### src/verilog/lib_arbiter_pkg.sv
/*
 * Shared sizes and types for the two-level matrix arbiter.
 * Modules import it inside their body and use scoped names in port lists.
 * The requester matrix is lvl_rows by lvl_cols, stored row-major in one flat vector.
 */

package lib_arbiter_pkg;

    // ----------------------------------------
    // Matrix geometry
    // ----------------------------------------
    localparam int lvl_rows    = 4;                       // Requester rows
    localparam int lvl_cols    = 4;                       // Requester columns per row
    localparam int lvl_row_add = 2;                       // Row index width
    localparam int lvl_col_add = 2;                       // Column index width
    localparam int lvl_req     = lvl_rows * lvl_cols;     // Flat request vector width

    // ----------------------------------------
    // Wishbone side
    // ----------------------------------------
    localparam int wb_adr_w = lvl_row_add + lvl_col_add;  // Row in upper bits, column below
    localparam int wb_dat_w = 8;                          // One-hot column, zero-extended

    // Bus stage FSM, one write outstanding at most
    typedef enum logic [0:0]
    {
        WB_IDLE = 1'b0,                                   // Waiting for a grant
        WB_BUSY = 1'b1                                    // Cycle open, waiting for ack
    } wb_state_e;

endpackage

### src/verilog/priority_arb.sv
/*
 * Fixed-priority arbiter, combinational.
 * Grants the lowest-index active request as a one-hot vector.
 * Used by both the row and the column round-robin stages.
 */
`timescale 1ns/1ps

module priority_arb
#(
    parameter int n_req = 4                       // Number of request lines
)
(
    input  logic [n_req-1:0] req_i,               // Active requests
    output logic [n_req-1:0] gnt_o                // One-hot grant, zero when idle
);

    logic found;                                  // Lower bit already granted

    always_comb
    begin
        gnt_o = '0;
        found = 1'b0;
        for (int i = 0; i < n_req; i++)           // Bit 0 has highest priority
        begin
            if (req_i[i] && !found)
            begin
                gnt_o[i] = 1'b1;
                found    = 1'b1;
            end
        end
    end

endmodule

### src/verilog/row_arbiter.sv
/*
 * Round-robin row selection for the requester matrix.
 * Holds one row until the column stage releases it, then moves to the next
 * pending row above it, wrapping around. Each new row gets a refresh pulse
 * so the column mask reopens before any grant from that row.
 */
`timescale 1ns/1ps

module row_arbiter
(
    input  logic                                   clk_i,
    input  logic                                   reset_i,
    input  logic [lib_arbiter_pkg::lvl_req-1:0]     req_i,         // Flat request matrix
    input  logic                                   advance_i,     // Row done and bus ready
    output logic [lib_arbiter_pkg::lvl_row_add-1:0] row_sel_o,     // Selected row index
    output logic [lib_arbiter_pkg::lvl_cols-1:0]    row_req_o,     // Requests of that row
    output logic                                   row_valid_o,   // Row may be granted
    output logic                                   col_refresh_o  // Reopen column mask
);

    import lib_arbiter_pkg::*;

    logic [lvl_rows-1:0]    row_pend;       // Row has any request
    logic [lvl_rows-1:0]    row_mask_q;     // Rows above the last selected one
    logic [lvl_rows-1:0]    cand;           // Pending rows still ahead in this round
    logic [lvl_rows-1:0]    cand_gnt;
    logic [lvl_rows-1:0]    wrap_gnt;
    logic [lvl_rows-1:0]    pick_oh;        // Next row, one-hot
    logic [lvl_row_add-1:0] pick_idx;
    logic                   live_q;         // A row is currently selected
    logic                   refresh_q;
    logic                   load;

    // ----------------------------------------
    // Next-row search
    // ----------------------------------------
    always_comb
    begin
        for (int r = 0; r < lvl_rows; r++)
        begin
            row_pend[r] = |req_i[r*lvl_cols +: lvl_cols];   // OR-reduce each row
        end
    end

    assign cand = row_pend & row_mask_q;

    priority_arb #(.n_req(lvl_rows)) u_cand_arb (.req_i(cand), .gnt_o(cand_gnt));
    priority_arb #(.n_req(lvl_rows)) u_wrap_arb (.req_i(row_pend), .gnt_o(wrap_gnt));

    assign pick_oh = (|cand) ? cand_gnt : wrap_gnt;          // Wrap when nothing is above

    always_comb
    begin
        pick_idx = '0;
        for (int r = 0; r < lvl_rows; r++)
        begin
            if (pick_oh[r])
            begin
                pick_idx = r[lvl_row_add-1:0];
            end
        end
    end

    // Search when idle, or on release once the refresh cycle is over
    assign load = ~live_q | (advance_i & ~refresh_q);

    // ----------------------------------------
    // Row state
    // ----------------------------------------
    always_ff @(posedge clk_i or posedge reset_i)
    begin
        if (reset_i)
        begin
            row_sel_o  <= '0;
            row_mask_q <= '1;                                // First round starts at row 0
            live_q     <= 1'b0;
            refresh_q  <= 1'b0;
        end
        else
        begin
            refresh_q <= 1'b0;
            if (load)
            begin
                live_q <= |row_pend;                         // Drop out when nothing pending
                if (|row_pend)
                begin
                    row_sel_o  <= pick_idx;
                    row_mask_q <= ~((pick_oh << 1) - {{(lvl_rows-1){1'b0}}, 1'b1});
                    refresh_q  <= 1'b1;
                end
            end
        end
    end

    assign row_req_o     = req_i[row_sel_o*lvl_cols +: lvl_cols];
    assign row_valid_o   = live_q & ~refresh_q;              // Hidden while the mask reopens
    assign col_refresh_o = refresh_q;

endmodule

### src/verilog/column_arbiter.sv
/*
 * Masked round-robin grant over the columns of the selected row.
 * Each enable registers one grant and closes that column and all below it.
 * Group release rises when no open column is requesting; refresh reopens
 * the whole row. Works for any column count.
 */
`timescale 1ns/1ps

module column_arbiter
#(
    parameter int lvl_cols = lib_arbiter_pkg::lvl_cols      // Columns in one row
)
(
    input  logic                        clk_i,
    input  logic                        reset_i,
    input  logic                        enable_i,           // Take the next grant
    input  logic                        refresh_i,          // Reopen every column
    input  logic [lvl_cols-1:0]         req_i,              // Requests of the selected row
    output logic [lvl_cols-1:0]         gnt_o,              // Registered one-hot grant
    output logic [$clog2(lvl_cols)-1:0] yadd_o,             // Index of the granted column
    output logic                        grp_release_o       // Row has nothing left open
);

    logic [lvl_cols-1:0] mask_q;            // Thermometer of still-open columns
    logic [lvl_cols-1:0] mask_req;
    logic [lvl_cols-1:0] mask_gnt;
    logic [lvl_cols-1:0] mask_nxt;

    // ----------------------------------------
    // Masked request and next mask
    // ----------------------------------------
    assign mask_req      = req_i & mask_q;
    assign grp_release_o = ~(|mask_req);

    // Keep only the bits above the grant; a grant on the top bit closes the row
    assign mask_nxt = ~((mask_gnt << 1) - {{(lvl_cols-1){1'b0}}, 1'b1});

    priority_arb #(.n_req(lvl_cols)) u_mask_arb
    (
        .req_i (mask_req),
        .gnt_o (mask_gnt)
    );

    // ----------------------------------------
    // Grant register
    // ----------------------------------------
    always_ff @(posedge clk_i or posedge reset_i)
    begin
        if (reset_i)
        begin
            mask_q <= '1;                   // All columns open
            gnt_o  <= '0;
        end
        else if (refresh_i)                 // New row wins over a grant
        begin
            mask_q <= '1;
        end
        else if (enable_i)
        begin
            mask_q <= mask_nxt;             // Same edge as the grant
            gnt_o  <= mask_gnt;
        end
    end

    // One-hot to index
    always_comb
    begin
        yadd_o = '0;
        for (int i = 0; i < lvl_cols; i++)
        begin
            if (gnt_o[i])
            begin
                yadd_o = i[$clog2(lvl_cols)-1:0];
            end
        end
    end

endmodule

### src/verilog/grant_wb_master.sv
/*
 * Bus stage of the arbiter. Each grant becomes one Wishbone classic
 * single write: row and column form the address, the one-hot column the data.
 * The cycle stays open until ack; ready_o tells the grant stages to wait.
 */
`timescale 1ns/1ps

module grant_wb_master
(
    input  logic                                   clk_i,
    input  logic                                   reset_i,
    input  logic                                   gnt_valid_i,  // Grant registered last cycle
    input  logic [lib_arbiter_pkg::lvl_cols-1:0]    gnt_i,        // One-hot column
    input  logic [lib_arbiter_pkg::lvl_col_add-1:0] yadd_i,       // Column index
    input  logic [lib_arbiter_pkg::lvl_row_add-1:0] xadd_i,       // Row index
    output logic                                   ready_o,      // Free for a new grant
    output logic                                   wb_cyc_o,
    output logic                                   wb_stb_o,
    output logic                                   wb_we_o,
    output logic [lib_arbiter_pkg::wb_adr_w-1:0]    wb_adr_o,
    output logic [lib_arbiter_pkg::wb_dat_w-1:0]    wb_dat_o,
    input  logic                                   wb_ack_i
);

    import lib_arbiter_pkg::*;

    wb_state_e             state_q;
    logic [wb_adr_w-1:0]   adr_q;          // Held for the whole cycle
    logic [wb_dat_w-1:0]   dat_q;

    // ----------------------------------------
    // Bus FSM
    // ----------------------------------------
    always_ff @(posedge clk_i or posedge reset_i)
    begin
        if (reset_i)
        begin
            state_q <= WB_IDLE;
        end
        else
        begin
            case (state_q)
                WB_IDLE:
                begin
                    if (gnt_valid_i)
                        state_q <= WB_BUSY;         // Open the cycle next edge
                end
                WB_BUSY:
                begin
                    if (wb_ack_i)
                        state_q <= WB_IDLE;         // Single beat, close on ack
                end
                default: state_q <= WB_IDLE;
            endcase
        end
    end

    // Address and data captured with the grant
    always_ff @(posedge clk_i)
    begin
        if (state_q == WB_IDLE && gnt_valid_i)
        begin
            adr_q <= {xadd_i, yadd_i};
            dat_q <= wb_dat_w'(gnt_i);
        end
    end

    assign wb_cyc_o = (state_q == WB_BUSY);
    assign wb_stb_o = (state_q == WB_BUSY);     // Rises and falls with cyc
    assign wb_we_o  = (state_q == WB_BUSY);     // Writes only
    assign wb_adr_o = adr_q;
    assign wb_dat_o = dat_q;
    assign ready_o  = (state_q == WB_IDLE) & ~gnt_valid_i;   // Low while a capture is due

endmodule

### src/verilog/matrix_arbiter_top.sv
/*
 * Two-level round-robin arbiter for the requester matrix with a Wishbone
 * write port. Row select, registered column grant and bus write run as a
 * three-stage pipeline; ack back-pressure freezes row and column state.
 */
`timescale 1ns/1ps

module matrix_arbiter_top
(
    input  logic                                clk_i,
    input  logic                                reset_i,
    input  logic [lib_arbiter_pkg::lvl_req-1:0]  req_i,       // Bit r*lvl_cols+c
    input  logic                                wb_ack_i,
    output logic                                wb_cyc_o,
    output logic                                wb_stb_o,
    output logic                                wb_we_o,
    output logic [lib_arbiter_pkg::wb_adr_w-1:0] wb_adr_o,
    output logic [lib_arbiter_pkg::wb_dat_w-1:0] wb_dat_o
);

    import lib_arbiter_pkg::*;

    logic [lvl_row_add-1:0] row_sel;
    logic [lvl_cols-1:0]    row_req;
    logic                   row_valid;
    logic                   col_refresh;
    logic                   grp_release;
    logic [lvl_cols-1:0]    gnt;
    logic [lvl_col_add-1:0] yadd;
    logic                   stage_ready;     // Bus stage can take a grant
    logic                   col_enable;
    logic                   gnt_valid;       // Enable, one cycle late
    logic [lvl_row_add-1:0] xadd_q;          // Row of the grant in flight

    // A released row is not granted; it advances instead
    assign col_enable = row_valid & stage_ready & ~grp_release;

    row_arbiter u_row_arb
    (
        .clk_i         (clk_i),
        .reset_i       (reset_i),
        .req_i         (req_i),
        .advance_i     (grp_release & stage_ready),
        .row_sel_o     (row_sel),
        .row_req_o     (row_req),
        .row_valid_o   (row_valid),
        .col_refresh_o (col_refresh)
    );

    column_arbiter #(.lvl_cols(lvl_cols)) u_col_arb
    (
        .clk_i         (clk_i),
        .reset_i       (reset_i),
        .enable_i      (col_enable),
        .refresh_i     (col_refresh),
        .req_i         (row_req),
        .gnt_o         (gnt),
        .yadd_o        (yadd),
        .grp_release_o (grp_release)
    );

    // ----------------------------------------
    // Grant to bus stage
    // ----------------------------------------
    always_ff @(posedge clk_i or posedge reset_i)
    begin
        if (reset_i)
            gnt_valid <= 1'b0;
        else
            gnt_valid <= col_enable;         // Lines up with the registered grant
    end

    always_ff @(posedge clk_i)
    begin
        if (col_enable)
            xadd_q <= row_sel;               // Row may move before the capture
    end

    grant_wb_master u_wb_master
    (
        .clk_i       (clk_i),
        .reset_i     (reset_i),
        .gnt_valid_i (gnt_valid),
        .gnt_i       (gnt),
        .yadd_i      (yadd),
        .xadd_i      (xadd_q),
        .ready_o     (stage_ready),
        .wb_cyc_o    (wb_cyc_o),
        .wb_stb_o    (wb_stb_o),
        .wb_we_o     (wb_we_o),
        .wb_adr_o    (wb_adr_o),
        .wb_dat_o    (wb_dat_o),
        .wb_ack_i    (wb_ack_i)
    );

endmodule

### config.mk
export PLATFORM = sky130hd
export DESIGN_NAME = matrix_arbiter_top
export DESIGN_NICKNAME = d
export VERILOG_FILES = /design/src/verilog/lib_arbiter_pkg.sv /design/src/verilog/priority_arb.sv /design/src/verilog/row_arbiter.sv /design/src/verilog/column_arbiter.sv /design/src/verilog/grant_wb_master.sv /design/src/verilog/matrix_arbiter_top.sv
export SDC_FILE = /design/constraint.sdc
export NUM_CORES = 1
export LEC_CHECK = 0
export BUFFER_PORTS_ARGS = -buffer_cell sky130_fd_sc_hd__buf_2
export CELL_PAD_IN_SITES_DETAIL_PLACEMENT = 1
export CELL_PAD_IN_SITES_GLOBAL_PLACEMENT = 2
export CORE_MARGIN = 1.5
export CORE_UTILIZATION = 34
export CTS_CLUSTER_DIAMETER = 80
export CTS_CLUSTER_SIZE = 25
export DETAILED_ROUTE_END_ITERATION = 12
export MAX_ROUTING_LAYER = met4
export PLACE_DENSITY = 0.77
export SLEW_MARGIN = 25
export SYNTH_ARGS = -nofsm -noshare
export SYNTH_HDL_FRONTEND = slang
export SYNTH_SLANG_ARGS = --single-unit
export TNS_END_PERCENT = 5
### constraint.sdc
create_clock -name clk_i -period 2.78 [get_ports clk_i]
set_clock_uncertainty 0.05 [all_clocks]
set_input_delay 0.417 -clock clk_i [delete_from_list [all_inputs] [get_ports clk_i]]
set_output_delay 0.417 -clock clk_i [all_outputs]
set_load 0.01 [all_outputs]
### Word level (Yosys, flattened, before mapping)

Cells that the tools add are included.

| word-level totals | value |
|---|---|
| register bits | 28 |
| input bits | 19 |
| output and inout bits | 15 |
| word-level logic and storage cells | 93 |

| operators by class | value |
|---|---|
| $add $sub $neg | 2 |
| shifts and indexed selects | 1 |
| muxes and demuxes | 31 |
| bitwise gates (word level) | 16 |
| reduce and logical (&&, ||, !) cells | 30 |

Operators by type and width:

| cell | number |
|---|---|
| two-way mux 1 bit | 25 |
| OR reduction 4 bit | 6 |
| OR reduction 16 bit | 1 |
| variable part select 16 x 5 -> 4 bit | 1 |
| two-way mux 4 bit | 3 |
| logical AND 1 bit | 10 |
| logical NOT 1 bit | 9 |
| AND 4 bit | 2 |
| inverter 4 bit | 2 |
| subtractor 4 x 1 -> 4 bit, second input constant | 2 |
| AND 1 bit | 6 |
| inverter 1 bit | 5 |
| two-way mux 2 bit | 2 |
| AND reduction 2 bit | 2 |
| one-hot mux 1 bit (2 select lines) | 1 |
| nonzero test 2 bit | 1 |
| OR reduction 2 bit | 1 |
| OR 1 bit | 1 |

### Logic depth before layout (Yosys ltp)

Gate-level depths: netlist of run 1.

| depth | value |
|---|---|
| depth after elaboration | 16 |
| mapped depth | 7 |
| mapped depth without buffers | 7 |

### By module

Synthesis of run 1 repeated with hierarchy kept, for this count alone.

| unflattened totals | value |
|---|---|
| cell total of the unflattened synthesis | 129 |
| area, all modules | 1611.5 µm² |

By module, submodules not included:

| module | instances | cells each | area an instance (µm²) | sequential area each (µm²) |
|---|---|---|---|---|
| row_arbiter | 1 | 56 | 650.6 | 205.2 |
| column_arbiter | 1 | 34 | 405.4 | 205.2 |
| grant_wb_master | 1 | 21 | 341.6 | 265.3 |
| priority_arb | 3 | 4 | 36.3 | 0.0 |
| matrix_arbiter_top | 1 | 6 | 105.1 | 85.1 |

### Worst setup path before layout of run 1

Ideal clock, no wire load.

| timing path | value |
|---|---|
| path kind | in2reg |
| start | in req_i[13] in the netlist's numbering |
| end | reg u_row_arb.row_mask_q[3] |
| library setup time | 0.082 ns |
| arrival | 2.208 ns |
| required time | 2.648 ns |
| slack | 0.440 ns |
| stages | 7 |
| buffers on the path | 0 |
| cells stage by stage | or4_1 a22o_1 a2bb2oi_1 or2_2 ha_1 xnor2_1 mux2_4 |

| on the way | value |
|---|---|
| longest elaborated chain between the ends | 8 |
| elaborated cells on any way between the ends | 15 |
| classes of those cells | add/sub (1); shift (1); mux (1); bitwise (7); reduce/logical (5) |

RTL lines:

| what | RTL line | text |
|---|---|---|
| start: declaration | matrix_arbiter_top.sv:12 | `input logic [lib_arbiter_pkg::lvl_req-1:0] req_i,` |
| variable part select 16 x 5 -> 4 bit | row_arbiter.sv:95 | `assign row_req_o = req_i[row_sel_o*lvl_cols +: lvl_cols];` |
| AND 4 bit | column_arbiter.sv:32 | `assign mask_req = req_i & mask_q;` |
| OR reduction 4 bit | column_arbiter.sv:33 | `assign grp_release_o = ~(\|mask_req);` |
| inverter 1 bit | column_arbiter.sv:33 |  |
| AND 1 bit | matrix_arbiter_top.sv:43 | `.advance_i (grp_release & stage_ready),` |
| AND 1 bit | row_arbiter.sv:65 | `assign load = ~live_q \| (advance_i & ~refresh_q);` |
| OR 1 bit | row_arbiter.sv:65 |  |
| AND reduction 2 bit (no line) | -- |  |
| end signal: assignment | row_arbiter.sv:88 | `row_mask_q <= ~((pick_oh << 1) - {{(lvl_rows-1){1'b0}}, 1'b1});` |
| end: declaration | row_arbiter.sv:24 | `logic [lvl_rows-1:0] row_mask_q;` |

Several ways; a longest one is shown, not always the timed one.
A chain may end at the register's enable or synchronous reset.

### Worst setup path in the final report of run 1

| timing path | value |
|---|---|
| start | reg u_row_arb.row_sel_o[0] in the netlist's numbering |
| end | reg u_row_arb.row_sel_o[0] in the netlist's numbering |

| on the way | value |
|---|---|
| longest elaborated chain between the ends | 8 |

RTL lines:

| what | RTL line | text |
|---|---|---|
| start: declaration | row_arbiter.sv:15 | `output logic [lib_arbiter_pkg::lvl_row_add-1:0] row_sel_o,` |
| start signal: assignment | row_arbiter.sv:87 | `row_sel_o <= pick_idx;` |
| variable part select 16 x 5 -> 4 bit | row_arbiter.sv:95 |  |
| AND 4 bit | column_arbiter.sv:32 |  |
| OR reduction 4 bit | column_arbiter.sv:33 |  |
| inverter 1 bit | column_arbiter.sv:33 |  |
| AND 1 bit | matrix_arbiter_top.sv:43 |  |
| AND 1 bit | row_arbiter.sv:65 |  |
| OR 1 bit | row_arbiter.sv:65 |  |
| AND reduction 2 bit (no line) | -- |  |

Every way passes these cells.

==> run_results.csv, run 1 <==
group,metric,value,unit
outcome,outcome,"complete, no violations",
sta,rsz0062_at_grt,"no",
power_and_ir_drop,p_int,0.00115,W
power_and_ir_drop,vdd_drop_max,0.381,mV
clock_network,clk_pin_slew,0.09,ns
floorplanning,placement_rows,23,
clock_network,clockBufferDepth,2,
power_and_ir_drop,swShare,36.1,%
floorplanning,io_pins,34,
clock_network,root_buffer,"clkbuf_8",
placement,globalplace.congestion,0.923,
detailed_routing,routed.top_layer,"met4",
synth,synthMuxAreaShare,10.6,%
layout,drive_above_1_share,37.7,%
synth,synth_ff_type,"edfxtp_1",
critical_path,critical_path_peak_fanout,7,
power_and_ir_drop,p_switching,0.000648,W
synth,synth_top_family_by_area,"simple AND/OR/NAND/NOR gates",
layout,nets,167,
clock_network,clock_latency,0.26,ns
floorplanning,fp.dieArea,0.00464,mm²
synth,synth_area_leaders,"edfxtp_1 21%, dfrtp_1 17%, dfstp_2 15%",
detailed_routing,ant_nets,0,
critical_path,criticalPathCategory,"reg -> reg",
detailed_routing,postRouteWirelength,2970,µm
worst_hold_path,min_path_type,"in -> async",
critical_path,reg2reg_depth,5,
sta,worst_pin_slew,0.693,ns
synth,synth_top_area_share,20.8,%
synth,yosysSeqAreaShare,52.7,%
grt,grt_pass1_wl,4900,µm
floorplanning,die_w,68.1,µm
detailed_routing,wl_per_cell,15.2,µm
grt,grt_overflow,0,
grt,antenna_found_initial,0,
detailed_routing,met1_length,1270,µm
synth,synth_xor_area_share,0.607,%
synth,netlist-cell-type-count,43,
detailed_routing,first_pass_iters,4,
clock_network,cts_tree,"yes",
placement,io_buffers,29,
floorplanning,start_util,35.8,%
critical_path,worstPathRequired,2.89,ns
synth,yosys.area.top_type,"edfxtp_1",
synth,synth_edf_count,10,
floorplanning,die_y,68.1,µm
grt,grtUsageTotal,14.7,%
power_and_ir_drop,power_density,1090,mW/mm²
clock_network,ctsHoldBuffers,0,
clock_network,h-tree-depth,1,
detailed_routing,vias,1000,
grt,grt_max_degree,19,
synth,synthSimpleGateAreaFrac,16.5,%
clock_network,cts_sinks,28,
layout,syn_to_final_growth,14.1,%
sta,finalSetupTns,0,ns
detailed_routing,viasPerCell,5.10,
placement,dp_hpwl,2420,µm
clock_network,cts_setup_buffers,0,
power_and_ir_drop,power_frac_seq,44.1,%
detailed_routing,drc,0,
synth,synthArstFlopShare,64.3,%
sta,hold_slack,0.194,ns
critical_path,r2r_end,"u_row_arb.row_sel_o[0]$_DFFE_PP0P_",
sta,setup_viol,0,
sta,clock.fmax,421,MHz
clock_network,cts_buffers,3,
sta,report.final.slew_viol_count,0,
detailed_routing,dr_wl_met3,147,µm
critical_path,r2r_setup_slack,0.41,ns
flow_run,cap_violations,0,
synth,syn-cell-area,0.00144,mm²
sta,hold_viol,0,
layout,diodes,0,
synth,syn_inst,118,
critical_path,startpoint_type,"register",
detailed_routing,dr_wl_met2,1520,µm
critical_path,worstPathArrival,2.48,ns
sta,max_slew_margin,53.7,%
power_and_ir_drop,p_leak,0.722,nW
synth,synthAdderAreaFrac,0.867,%
synth,synth-compound-area-share,12.5,%
critical_path,end_kind,"register",
synth,avgSynthCellArea,12.2,µm²
synth,yosys_warnings,0,
grt,first_global_vias,1057,
sta,fin_crit,2.37,ns
clock_network,ctsResizeCount,0,
synth,synth-seq-cells,28,
sta,finalCritPeriodShare,85.4,%
power_and_ir_drop,comb_power_share,43.9,%
critical_path,r2r-start,"u_row_arb.row_sel_o[0]$_DFFE_PP0P_",
floorplanning,core_area,0.00403,mm²
detailed_routing,drt_iter0_markers,65,
power_and_ir_drop,clkPwrFrac,12.0,%
-- critical path: stages, from the launching register on --
cell     delay [ns]
dfrtp_1        0.57
mux4_2         0.56
and2_4         0.19
nor4b_4        0.40
a21oi_4        0.17
mux2_4         0.32
-- through the flow --
| stage | cell area, µm² | power, W | utilization (%) | setup slack, ns | instances |
|---|---|---|---|---|---|
| after floorplan | 1450 | 0.00142 | - | 0.440 | 121 |
| after global placement | 1600 | 0.00156 | 39.8 | 0.289 | 192 |
| after detailed placement | 1600 | 0.00159 | 39.8 | 0.236 | 192 |
| after CTS | 1650 | 0.00182 | 40.9 | 0.367 | 196 |
| after global routing | 1650 | 0.00193 | 40.9 | 0.295 | 196 |
| final | 1650 | 0.00179 | 40.9 | 0.407 | 196 |
-- worst max-delay path by stage --
stage / start / slack (ns) / endpoint / cells past startpoint
3_5_place_dp: req_i[13] / 0.24 / u_row_arb.row_mask_q[3]$_DFFE_PP1P_ / 8
2_1_floorplan: req_i[13] / 0.44 / u_row_arb.row_mask_q[3]$_DFFE_PP1P_ / 7
6_report: u_row_arb.row_sel_o[0]$_DFFE_PP0P_ / 0.41 / u_row_arb.row_sel_o[0]$_DFFE_PP0P_ / 5
3_3_place_gp: req_i[13] / 0.29 / u_row_arb.row_mask_q[3]$_DFFE_PP1P_ / 8
5_1_grt: u_row_arb.row_sel_o[0]$_DFFE_PP0P_ / 0.29 / xadd_q[0]$_DFFE_PP_ / 5
4_1_cts: u_row_arb.row_sel_o[0]$_DFFE_PP0P_ / 0.37 / u_row_arb.row_sel_o[0]$_DFFE_PP0P_ / 5
-- cells in the final DEF, fill, tap and decap left out, types with 2 or more instances in the layout --
cell	n
nor2_1	5
nand2_1	9
nand2b_1	3
inv_1	7
conb_1	4
and2_1	2
o22ai_1	2
mux2_4	3
a21oi_1	2
nand3_1	2
dfrtp_1	10
mux2i_1	4
dfstp_2	8
or2_2	2
edfxtp_1	10
clkbuf_8	3
or4_1	3
o21ai_0	6
nor4_1	3
buf_2	29
a22o_1	2
a21o_1	2
nor2b_1	2
mux4_2	3
and2_4	2
-- flip-flops by register name, indices dropped and copies added, names as in the netlist --
register                 flops
u_col_arb.gnt_o              4
gnt_valid                    1
u_wb_master.wb_cyc_o         1
xadd_q                       2
u_row_arb.col_refresh_o      1
u_row_arb.row_mask_q         4
u_wb_master.wb_adr_o         4
u_wb_master.wb_dat_o         4
u_row_arb.live_q             1
u_row_arb.row_sel_o          2
u_col_arb.mask_q             4
-- power groups by stage --
stage / logic (W) / registers (W) / clock network, W
2_1_floorplan: 0.000661 / 0.000761 / 0
3_3_place_gp: 0.000769 / 0.000790 / 0
3_5_place_dp: 0.000794 / 0.000800 / 0
4_1_cts: 0.000799 / 0.000793 / 0.000227
5_1_grt: 0.000874 / 0.000817 / 0.000241
6_report: 0.000788 / 0.000791 / 0.000215
-- layout make-up --
class / count / area [µm²]
Fill cell: 457 / 2380
Sequential cell: 28 / 761
Multi-Input combinational cell: 78 / 607
Timing Repair Buffer: 29 / 145
Tap cell: 50 / 62.6
Clock buffer: 3 / 41.3
Inverter: 7 / 26.3
Clock inverter: 1 / 3.75
-- routing by layer --
metal | up-vias | global-route usage, %
met4 | 0 | 5.25
met3 | 4 | 2.63
li1 | 476 | -
met5 | - | -
met2 | 36 | 26.0
met1 | 484 | 16.7
-- cells in the mapped netlist, types with 3 or more instances --
master and instances:
nor2_1 5, nand2b_1 3, nor4_1 3, edfxtp_1 10
or4_1 3, mux2i_1 4, mux2_4 3, nand2_1 9
dfstp_2 8, mux4_2 3, dfrtp_1 10, inv_1 7
buf_4 6, o21ai_0 6
-- logic make-up after synthesis --
logic type               Yosys count
AO/OA/AOI/OAI                     24
XOR/XNOR                           1
adder cells (fa/ha/maj)            1
buffers and inverters             15
flip-flops                        28
multiplexers                      10
other                              1
AND/OR/NAND/NOR                   38
Note: power is estimated with default switching activity, not from simulation.
==> run 2: changes to the inputs <==
--- a/config.mk
+++ b/config.mk
@@ -5,16 +5,16 @@
 export SDC_FILE = /design/constraint.sdc
 export NUM_CORES = 1
 export LEC_CHECK = 0
-export BUFFER_PORTS_ARGS = -buffer_cell sky130_fd_sc_hd__buf_2
 export CELL_PAD_IN_SITES_DETAIL_PLACEMENT = 1
 export CELL_PAD_IN_SITES_GLOBAL_PLACEMENT = 2
 export CORE_MARGIN = 1.5
-export CORE_UTILIZATION = 34
+export CORE_UTILIZATION = 40
 export CTS_CLUSTER_DIAMETER = 80
 export CTS_CLUSTER_SIZE = 25
 export DETAILED_ROUTE_END_ITERATION = 12
+export DONT_BUFFER_PORTS = 1
 export MAX_ROUTING_LAYER = met4
-export PLACE_DENSITY = 0.77
+export PLACE_DENSITY = 0.76
 export SLEW_MARGIN = 25
 export SYNTH_ARGS = -nofsm -noshare
 export SYNTH_HDL_FRONTEND = slang
==> run_results.csv, run 2 (same netlist as run 1, synthesis figures left out) <==
group,metric,value,unit
critical_path,r2r_end,"u_row_arb.row_sel_o[0]$_DFFE_PP0P_",
sta,clock.fmax,445,MHz
flow_run,cap_violations,0,
sta,finalWorstSetupSlack,0.535,ns
sta,fin_crit,2.25,ns
layout,syn_to_final_growth,3.64,%
detailed_routing,drc,0,
placement,globalplace.congestion,0.764,
critical_path,r2r_setup_slack,0.53,ns
layout,drive_above_1_share,23.7,%
critical_path,critical_path_peak_fanout,7,
critical_path,worstPathRequired,2.96,ns
clock_network,ctsResizeCount,0,
clock_network,clockBufferDepth,2,
grt,first_global_vias,955,
critical_path,criticalPathCategory,"reg -> reg",
layout,fill_cells,371,
critical_path,startpoint_type,"register",
placement,dp.cells,160,
clock_network,cts_buffers,3,
sta,hold_viol,0,
clock_network,clk_pin_slew,0.15,ns
floorplanning,io_pins,34,
sta,report.final.slew_viol_count,0,
floorplanning,die_y,63.1,µm
detailed_routing,first_pass_iters,4,
placement,io_buffers,0,
critical_path,reg2reg_depth,5,
worst_hold_path,min_path_type,"in -> async",
layout,nets,139,
layout,instances_no_fill,164,
detailed_routing,ant_nets,0,
critical_path,r2r-start,"u_row_arb.row_sel_o[0]$_DFFE_PP0P_",
clock_network,ctsHoldBuffers,0,
clock_network,clock_latency,0.32,ns
layout,final_cell_area,0.00150,mm²
critical_path,worstPathArrival,2.42,ns
clock_network,h-tree-depth,1,
floorplanning,core_area,0.00339,mm²
placement,dp_slack,0.341,ns
power_and_ir_drop,vdd_drop_max,0.358,mV
detailed_routing,vias,889,
placement,placed_area,0.00146,mm²
layout,mostFrequentLayoutCells,"10 x dfrtp_1, 10 x edfxtp_1, 9 x nand2_1",
power_and_ir_drop,power_density,1150,mW/mm²
clock_network,cts_setup_buffers,0,
sta,finalCritPeriodShare,80.8,%
clock_network,cts_tree,"yes",
sta,worst_pin_slew,0.699,ns
grt,grt_max_degree,19,
clock_network,root_buffer,"clkbuf_4",
floorplanning,start_util,42.6,%
power_and_ir_drop,p_leak,0.610,nW
layout,final_util,44.1,%
layout,diodes,0,
grt,grt_overflow,0,
critical_path,end_kind,"register",
floorplanning,die_w,63.1,µm
sta,max_slew_margin,53.3,%
grt,antenna_found_initial,0,
sta,setup_viol,0,
detailed_routing,viasPerCell,5.42,
floorplanning,fp.dieArea,0.00398,mm²
placement,dp_hpwl,2130,µm
clock_network,cts_sinks,28,
outcome,outcome,"complete, no violations",
sta,rsz0062_at_grt,"no",
detailed_routing,wl_per_cell,16.0,µm
grt,grtUsageTotal,15.0,%
detailed_routing,drt_iter0_markers,24,
floorplanning,placement_rows,21,
detailed_routing,postRouteWirelength,2630,µm
grt,grt_pass1_wl,4490,µm
sta,finalSetupTns,0,ns
==> run 2: cell types whose count changed in the layout (fill, tap and decap cells not counted), sizes merged <==
cell	previous run	this run
buf	29	1
clkbuf	3	4
clkinv	1	0
==> run 2: worst max-delay path by stage <==
stage | from | endpoint | slack, ns | cells after the start
4_1_cts | u_row_arb.row_sel_o[0]$_DFFE_PP0P_ | u_row_arb.row_sel_o[0]$_DFFE_PP0P_ | 0.51 | 5
3_3_place_gp | req_i[13] | u_row_arb.row_mask_q[3]$_DFFE_PP1P_ | 0.38 | 7
5_1_grt | u_row_arb.row_sel_o[0]$_DFFE_PP0P_ | u_row_arb.row_sel_o[0]$_DFFE_PP0P_ | 0.38 | 5
2_1_floorplan | req_i[13] | u_row_arb.row_mask_q[3]$_DFFE_PP1P_ | 0.44 | 7
3_5_place_dp | req_i[13] | u_row_arb.row_mask_q[3]$_DFFE_PP1P_ | 0.34 | 7
6_report | u_row_arb.row_sel_o[0]$_DFFE_PP0P_ | u_row_arb.row_sel_o[0]$_DFFE_PP0P_ | 0.53 | 5
==> run 2: cell type report <==
| cell class | count | area [µm²] | area share [%] |
|---|---|---|---|
| clock buffers | 4 | 36.3 | 2.43 |
| inverters | 7 | 26.3 | 1.76 |
| multi-input cells | 78 | 607 | 40.6 |
| flip-flops and latches | 28 | 761 | 50.9 |
| well taps | 46 | 57.6 | 3.85 |
| repair buffers | 1 | 7.51 | 0.502 |
==> run 2: report_power, final <==
group	leakage, nW	switching, W	internal [W]
Combinational	0.289	0.000352	0.000360
Clock	0.0210	0.000116	0.0000801
Sequential	0.300	0.000156	0.000656
==> run 2: worst max-delay path, stage by stage, from the launching register on <==
cell and delay, ns:
dfrtp_1 0.48, mux4_2 0.53, and2_4 0.19, nor4b_4 0.39
a21oi_4 0.17, mux2_4 0.33
==> run 2: stage by stage <==
step / hold slack, ns / total power [W]
floorplan: 0.300 / 0.00142
global placement: 0.355 / 0.00152
detailed placement: 0.377 / 0.00155
CTS: 0.0470 / 0.00175
global route: 0.0576 / 0.00186
finish: 0.0185 / 0.00172
==> run 2: routing by layer <==
metal	vias up	GRT usage, %	wire [µm]
met2	38	23.9	1220
li1	422	-	-
met1	425	18.9	1220
met3	4	3.21	147
met5	-	-	0
met4	0	5.83	42
